## config.mk

```make
export PLATFORM = sky130hd
export DESIGN_NAME = register_file
export DESIGN_NICKNAME = d
export VERILOG_FILES = /design/src/design/regfile_pkg.sv /design/src/design/gpr_bank.sv /design/src/design/hilo_regs.sv /design/src/design/cp0_regs.sv /design/src/design/register_file.sv
export SDC_FILE = /design/constraint.sdc
export NUM_CORES = 2
export LEC_CHECK = 0
export BUFFER_PORTS_ARGS = -buffer_cell sky130_fd_sc_hd__buf_2
export CORE_MARGIN = 2
export CORE_UTILIZATION = 36
export DETAILED_ROUTE_END_ITERATION = 12
export PLACE_DENSITY = 0.57
export SYNTH_ARGS = -nofsm -noshare
export SYNTH_HDL_FRONTEND = slang
export SYNTH_SLANG_ARGS = --single-unit
```

## constraint.sdc

```tcl
create_clock -name clk -period 2.8 [get_ports clk]
set_input_delay 0.14 -clock clk [delete_from_list [all_inputs] [get_ports clk]]
set_output_delay 0.14 -clock clk [all_outputs]
set_load 0.01 [all_outputs]
```

## src/design/regfile_pkg.sv

```systemverilog
package regfile_pkg;

    // word and address widths
    localparam int data_w = 32;
    localparam int addr_w = 7;

    // hi/lo live in the bit-6 space
    localparam logic [addr_w-1:0] hi_addr = 7'h7F;
    localparam logic [addr_w-1:0] lo_addr = 7'h40;

    // coprocessor 0 register indices
    localparam logic [4:0] cp0_badvaddr = 5'd8;
    localparam logic [4:0] cp0_status   = 5'd12;
    localparam logic [4:0] cp0_cause    = 5'd13;
    localparam logic [4:0] cp0_epc      = 5'd14;

    // status fields
    localparam int st_ie    = 0;
    localparam int st_exl   = 1;
    localparam int st_im_lo = 8;
    localparam int st_im_hi = 15;

    // cause fields
    localparam int ca_exc_lo = 2;
    localparam int ca_exc_hi = 6;
    localparam int ca_ip_lo  = 8;
    localparam int ca_ip_hi  = 15;
    localparam int ca_bd     = 31;

    // one address word seen whole or as bank select plus index
    typedef union packed {
        logic [addr_w-1:0] raw;
        struct packed {
            logic       hilo_sel;  // bit 6
            logic       cp0_sel;   // bit 5
            logic [4:0] index;
        } f;
    } reg_addr_u;

endpackage

```

## src/design/gpr_bank.sv

```systemverilog
`timescale 1ns/1ps

module gpr_bank (
    input  logic                          clk,
    input  logic                          we,
    input  logic [4:0]                    waddr,
    input  logic [regfile_pkg::data_w-1:0] wdata,
    input  logic [3:0]                    byte_we,
    input  logic [4:0]                    raddr1,
    input  logic [4:0]                    raddr2,
    output logic [regfile_pkg::data_w-1:0] rdata1,
    output logic [regfile_pkg::data_w-1:0] rdata2
);

    logic [regfile_pkg::data_w-1:0] mem [0:31];

    // r0 is never written, the top forces it to zero on read
    always_ff @(posedge clk) begin
        if (we && waddr != 5'd0) begin
            for (int i = 0; i < 4; i++) begin
                if (byte_we[i]) begin
                    mem[waddr][8*i +: 8] <= wdata[8*i +: 8];
                end
            end
        end
    end

    // raw storage, bypass is done above this bank
    assign rdata1 = mem[raddr1];
    assign rdata2 = mem[raddr2];

endmodule

```

## src/design/hilo_regs.sv

```systemverilog
`timescale 1ns/1ps

module hilo_regs (
    input  logic                          clk,
    input  logic                          rst,
    input  logic                          hl_we,
    input  logic [2*regfile_pkg::data_w-1:0] hl_data,
    input  logic                          hi_we,
    input  logic                          lo_we,
    input  logic [regfile_pkg::data_w-1:0] wdata,
    output logic [regfile_pkg::data_w-1:0] hi,
    output logic [regfile_pkg::data_w-1:0] lo
);

    always_ff @(posedge clk) begin
        if (rst) begin
            hi <= '0;
            lo <= '0;
        end else if (hl_we) begin
            // mult/div result beats mthi/mtlo
            hi <= hl_data[2*regfile_pkg::data_w-1:regfile_pkg::data_w];
            lo <= hl_data[regfile_pkg::data_w-1:0];
        end else begin
            if (hi_we) begin
                hi <= wdata;
            end
            if (lo_we) begin
                lo <= wdata;
            end
        end
    end

endmodule

```

## src/design/cp0_regs.sv

```systemverilog
`timescale 1ns/1ps

module cp0_regs (
    input  logic                          clk,
    input  logic                          rst,
    input  logic                          we,
    input  logic [4:0]                    waddr,
    input  logic [regfile_pkg::data_w-1:0] wdata,
    input  logic [4:0]                    raddr,
    input  logic                          exc_we,
    input  logic                          eret,
    input  logic [4:0]                    exc_code,
    input  logic                          branch_delay,
    input  logic [regfile_pkg::data_w-1:0] epc,
    input  logic [regfile_pkg::data_w-1:0] badaddr,
    input  logic [5:0]                    hw_int,
    output logic [regfile_pkg::data_w-1:0] rdata,
    output logic [regfile_pkg::data_w-1:0] status_data,
    output logic [regfile_pkg::data_w-1:0] cause_data,
    output logic [regfile_pkg::data_w-1:0] epc_data,
    output logic                          int_request
);

    logic [regfile_pkg::data_w-1:0] status_q;
    logic [regfile_pkg::data_w-1:0] cause_q;
    logic [regfile_pkg::data_w-1:0] epc_q;
    logic [regfile_pkg::data_w-1:0] badvaddr_q;
    logic                           status_wr;
    logic                           cause_wr;
    logic                           epc_wr;

    assign status_wr = we && waddr == regfile_pkg::cp0_status;
    assign cause_wr  = we && waddr == regfile_pkg::cp0_cause;
    assign epc_wr    = we && waddr == regfile_pkg::cp0_epc;

    // status: only IM, EXL and IE are writable
    always_ff @(posedge clk) begin
        if (rst) begin
            status_q <= '0;
        end else begin
            if (status_wr) begin
                status_q[regfile_pkg::st_im_hi:regfile_pkg::st_im_lo] <=
                    wdata[regfile_pkg::st_im_hi:regfile_pkg::st_im_lo];
                status_q[regfile_pkg::st_exl] <= wdata[regfile_pkg::st_exl];
                status_q[regfile_pkg::st_ie]  <= wdata[regfile_pkg::st_ie];
            end
            if (eret) status_q[regfile_pkg::st_exl] <= 1'b0;
            if (exc_we) status_q[regfile_pkg::st_exl] <= 1'b1;  // exception beats eret
        end
    end

    always_ff @(posedge clk) begin
        if (rst) begin
            cause_q <= '0;
        end else begin
            if (cause_wr) begin
                cause_q[regfile_pkg::ca_ip_lo +: 2] <= wdata[regfile_pkg::ca_ip_lo +: 2];
            end
            cause_q[regfile_pkg::ca_ip_hi -: 6] <= hw_int;  // sampled every edge
            if (exc_we) begin
                cause_q[regfile_pkg::ca_exc_hi:regfile_pkg::ca_exc_lo] <= exc_code;
                cause_q[regfile_pkg::ca_bd] <= branch_delay;
            end
        end
    end

    always_ff @(posedge clk) begin
        if (rst) begin
            epc_q      <= '0;
            badvaddr_q <= '0;
        end else begin
            if (epc_wr) epc_q <= wdata;
            if (exc_we) begin
                epc_q      <= epc;
                badvaddr_q <= badaddr;
            end
        end
    end

    always_comb begin
        case (raddr)
            regfile_pkg::cp0_status:   rdata = status_q;
            regfile_pkg::cp0_cause:    rdata = cause_q;
            regfile_pkg::cp0_epc:      rdata = epc_q;
            regfile_pkg::cp0_badvaddr: rdata = badvaddr_q;
            default:                   rdata = '0;
        endcase
    end

    assign status_data = status_q;
    assign cause_data  = cause_q;
    assign epc_data    = epc_q;

    // pending and unmasked, interrupts enabled, not in exception level
    assign int_request = status_q[regfile_pkg::st_ie] & ~status_q[regfile_pkg::st_exl] &
        |(cause_q[regfile_pkg::ca_ip_hi:regfile_pkg::ca_ip_lo] &
          status_q[regfile_pkg::st_im_hi:regfile_pkg::st_im_lo]);

endmodule

```

## src/design/register_file.sv

```systemverilog
`timescale 1ns/1ps

module register_file (
    input  logic                             clk,
    input  logic                             rst,
    input  logic                             regwrite,
    input  logic [regfile_pkg::addr_w-1:0]   write_addr,
    input  logic [regfile_pkg::data_w-1:0]   write_data,
    input  logic [3:0]                       byte_we,
    input  logic [regfile_pkg::addr_w-1:0]   read_addr_1,
    input  logic [regfile_pkg::addr_w-1:0]   read_addr_2,
    input  logic                             hl_we,
    input  logic [2*regfile_pkg::data_w-1:0] hl_data,
    input  logic                             exc_we,
    input  logic                             eret,
    input  logic [4:0]                       exc_code,
    input  logic                             branch_delay,
    input  logic [regfile_pkg::data_w-1:0]   epc,
    input  logic [regfile_pkg::data_w-1:0]   badaddr,
    input  logic [5:0]                       hw_int,
    output logic [regfile_pkg::data_w-1:0]   read_data_1,
    output logic [regfile_pkg::data_w-1:0]   read_data_2,
    output logic [regfile_pkg::data_w-1:0]   status_data,
    output logic [regfile_pkg::data_w-1:0]   cause_data,
    output logic [regfile_pkg::data_w-1:0]   epc_data,
    output logic                             int_request
);

    regfile_pkg::reg_addr_u         waddr_u, raddr1_u, raddr2_u;
    logic                           gpr_we, cp0_we, hi_we, lo_we;
    logic [regfile_pkg::data_w-1:0] gpr_rdata1, gpr_rdata2;
    logic [regfile_pkg::data_w-1:0] hi_q, lo_q;
    logic [regfile_pkg::data_w-1:0] cp0_rdata;

    // zero, write-back bypass, mult/div bypass, then stored value
    function automatic logic [regfile_pkg::data_w-1:0] read_mux(
        input regfile_pkg::reg_addr_u         a,
        input logic [regfile_pkg::data_w-1:0] gpr_val,
        input logic [regfile_pkg::data_w-1:0] cp0_val
    );
        if (a.raw == '0) return '0;
        if (regwrite && a.raw == waddr_u.raw) return write_data;
        if (a.f.hilo_sel) begin
            if (hl_we) begin
                return (a.raw == regfile_pkg::hi_addr) ?
                    hl_data[2*regfile_pkg::data_w-1:regfile_pkg::data_w] :
                    hl_data[regfile_pkg::data_w-1:0];
            end
            return (a.raw == regfile_pkg::hi_addr) ? hi_q : lo_q;
        end
        if (a.f.cp0_sel) return cp0_val;
        return gpr_val;
    endfunction

    assign waddr_u.raw  = write_addr;
    assign raddr1_u.raw = read_addr_1;
    assign raddr2_u.raw = read_addr_2;

    // bit 6 outranks bit 5, unused bit-6 addresses drop the write
    assign gpr_we = regwrite & ~waddr_u.f.hilo_sel & ~waddr_u.f.cp0_sel;
    assign cp0_we = regwrite & ~waddr_u.f.hilo_sel & waddr_u.f.cp0_sel;
    assign hi_we  = regwrite && waddr_u.raw == regfile_pkg::hi_addr;
    assign lo_we  = regwrite && waddr_u.raw == regfile_pkg::lo_addr;

    always_comb begin
        read_data_1 = read_mux(raddr1_u, gpr_rdata1, '0);  // no cp0 on port 1
        read_data_2 = read_mux(raddr2_u, gpr_rdata2, cp0_rdata);
    end

    gpr_bank u_gpr (
        .clk     (clk),
        .we      (gpr_we),
        .waddr   (waddr_u.f.index),
        .wdata   (write_data),
        .byte_we (byte_we),
        .raddr1  (raddr1_u.f.index),
        .raddr2  (raddr2_u.f.index),
        .rdata1  (gpr_rdata1),
        .rdata2  (gpr_rdata2)
    );

    hilo_regs u_hilo (
        .clk     (clk),
        .rst     (rst),
        .hl_we   (hl_we),
        .hl_data (hl_data),
        .hi_we   (hi_we),
        .lo_we   (lo_we),
        .wdata   (write_data),
        .hi      (hi_q),
        .lo      (lo_q)
    );

    cp0_regs u_cp0 (
        .clk          (clk),
        .rst          (rst),
        .we           (cp0_we),
        .waddr        (waddr_u.f.index),
        .wdata        (write_data),
        .raddr        (raddr2_u.f.index),
        .exc_we       (exc_we),
        .eret         (eret),
        .exc_code     (exc_code),
        .branch_delay (branch_delay),
        .epc          (epc),
        .badaddr      (badaddr),
        .hw_int       (hw_int),
        .rdata        (cp0_rdata),
        .status_data  (status_data),
        .cause_data   (cause_data),
        .epc_data     (epc_data),
        .int_request  (int_request)
    );

endmodule

```

==> results.toml <==
[yosys]
synth_area_per_cell_sq_um = 16.2
async_flop_share_pct = 0
netlist_area_sq_mm = 0.0578
yosys_warnings = 0
synth_seq_cells = 1176
synth_edf_count = 1024
synth-seq-area-share_pct = 58.5
ys_types = 66
syn_inst = 3569
synth_top_flop_cell = "edfxtp_1"

[critical_path]
worstPathMaxFanout = 2
cpPeakStageDelay_ns = 0.58
worst-path-buf-inv = 1
endpoint_kind = "output port"
crit_top_cell = "mux4_2"
crit_path_top_delay_cell = "mux4_2"
worstPathCellList = "mux4_2 -> mux4_2 -> or3_4 -> o311ai_4 -> a21oi_2 -> buf_2"
cp_top_family = "multiplexers"
required_ns = 2.66
cp-start-kind = "register"
critical_path_class = "register to output port"
worstPathArrival_ns = 3.04

[timing]
period_minus_slack_ns = 3.18
fin_skew_ns = 0
slew_viol_final = 0
fmax_mhz = 314
period_share_pct = 114
rsz0062_at_grt = "true"
hold_viol = 0
slew_headroom_pct = 38.6
whs_ns = 0.0520
setup_viol = 50
worst_pin_slew_ns = 0.911
setup_ws_ns = -0.384

[detailed_routing]
ant_nets = 0
vias = 40900
drc = 0
viasPerCell = 5.99
avgRoutedWirePerCell_um = 32.6
drt_pre_antenna_iters = 6
dr.first_iter.drc_count = 5462
totalWireLength_um = 222000

[clock_tree]
cts.path.max_buffers = 3
clock-sinks = 1176
cts-root-buf = "clkbuf_16"
path_clk_slew_ns = 0.06
cts_tree = "done"
numCtsBuffers = 130
htreeDepth = 4
clk_latency_ns = 0.77

[place]
dp_hpwl_um = 159000
gp_congestion = 0.946
io_buffers = 323
dpl-instance-area_sq_mm = 0.0659

[final_layout]
multi_input_area_sq_mm = 0.0241
syn2layout_area_growth_pct = 29.8
fill_cells = 13600
stdcell_area_sq_mm = 0.0751
drive_above_1_share_pct = 39.2
fin_nets = 4824
regArea_sq_mm = 0.0338

[global_route]
grt_pass1_wl_um = 307000
grt_max_degree = 84
grt_usage_pct = 26.8
grt_pass1_vias = 40200
grt_antenna_before_repair = 29
overflow = 0

[floorplanning]
die-area_sq_mm = 0.164
initial_core_util_pct = 36.1
boundaryPins = 364
num_rows = 147
die_x_um = 405
core_sq_mm = 0.160
die_h_um = 405

[worst_hold_path]
hp-class = "input port to register"

[job]
maxCapViolations = 0

[power_and_ir_drop]
vdd_drop_max_v = 0.000669
p_per_area_mw_per_mm2 = 557
total_power_mw = 41.8
p_leak_nw = 26.1

[run_status]
violations = "setup timing"
status = "finished with violations"
## logic make-up after synthesis
| family | Yosys count | synth area share, % |
|---|---|---|
| compound gates | 456 | 4.82 |
| xor+xnor | 14 | 0.212 |
| buf+inv | 347 | 3.09 |
| flops | 1176 | 58.5 |
| mux | 945 | 28.7 |
| other cells | 1 | 0.00649 |
| simple gates | 630 | 4.73 |
## where the power goes
part,internal (mW),switching [mW]
registers,19.2,0.133
clock network,9.89,7.24
logic,2.42,2.91
total,31.5,10.3
## sequential cells by signal (all words and copies together) (netlist names)
register / count
u_cp0.status_data: 10
u_cp0.epc_data: 32
u_hilo.hi: 32
u_cp0.badvaddr_q: 32
u_cp0.cause_data: 14
u_hilo.lo: 32
u_gpr.mem: 1024
## layer usage
layer  track usage, %  vias to the layer above  share of wire [%]
met5                0                        -               0.11
met4             12.2                       38                5.1
met3             7.80                      516                 12
met2             40.6                     2612                 44
met1             35.6                    21100                 39
li1                 -                    16600                  -
## worst paths after layout
path	startpoint	endpoint	slack [ns]	depth (start not counted)
hold / removal	hl_we	u_hilo.hi[18]	0.05	4
setup reg to reg	u_cp0.epc_data[15]	u_cp0.epc_data[15]	0.74	6
hold reg to reg	u_cp0.status_data[12]	u_cp0.status_data[12]	0.56	2
setup / recovery	u_gpr.mem[15][11]	read_data_2[11]	-0.38	6
## synthesized netlist by cell type (4+ instances only)
master     count  area, sq um
edfxtp_1    1024        30700
mux4_2       558        12600
mux2i_1      341         3410
nor2_1       308         1160
nand2_1      184          691
dfxtp_1      152         3040
clkbuf_1     148          556
o21ai_0      133          666
a21oi_1      126          631
buf_2         83          415
buf_4         68          510
nor2b_1       48          300
a22oi_1       46          345
mux2_2        40          450
o22ai_1       40          250
a221oi_1      33          289
a211oi_1      17          128
buf_1         17         63.8
nor3_1        17         85.1
buf_6         15          169
a31oi_1       14         87.6
inv_1         14         52.6
and3_1        13         81.3
a2111oi_0     11         96.3
nor4_1         9         56.3
o211ai_1       8         60.1
xnor2_1        8         70.1
mux4_1         6          158
nand2b_1       6         37.5
nand3_1        6         30.0
xor2_1         6         52.6
a32oi_1        5         43.8
and2_1         5         31.3
nor3b_1        5         37.5
and3b_1        4         35.0
or3_1          4         25.0
## stage by stage
step	utilization (%)	setup WS [ns]	TNS, ns	instances
final	46.9	-0.384	-8.69	6821
after global routing	46.9	-0.439	-11.85	6814
after CTS	46.6	-0.373	-10.84	6792
after detailed placement	41.2	-0.457	-1.77	6259
after global placement	41.2	-0.490	-1.85	6259
after floorplan	-	0.595	0	3640
## worst register-to-register path, delay by kind of cell (launching register included)
kind | cells | cell delay, ns
AOI/OAI and AO/OA | 3 | 0.35
DFF | 1 | 0.40
and+or+nand+nor | 1 | 0.08
buffers and inverters | 2 | 1.17
## cell usage in the layout, fill, tap and decap left out, types with 26 or more instances in the layout
master,count
clkbuf_16,134
clkinv_2,28
a21oi_1,76
dfxtp_1,152
nand2_1,173
mux2_2,40
buf_4,457
buf_6,44
o21ai_0,115
buf_2,274
clkbuf_1,26
a22oi_1,45
a21oi_4,30
conb_1,72
nor2b_1,46
o22ai_1,28
buf_12,87
dlygate4sd3_1,315
nor2_1,304
mux2i_1,325
mux4_2,563
edfxtp_1,1024
## final cells by class
cell class,count,share of cell area [%]
antenna,12,0.0400
clock buffer,162,4.63
clock inverter,72,0.968
inverter,15,0.0750
multi-input combinational,2117,32.1
sequential,1176,45.0
tap,2086,3.48
timing repair buffer,1181,13.7
## what timing repair did
action,CTS,global route
resized for setup,293,61
endpoints found under the setup margin,64,63
hold buffers,315,0
pin swaps,110,59
endpoints found under the hold margin,599,0
setup buffers,12,19
No activity file was read; power rests on OpenSTA's default activity.
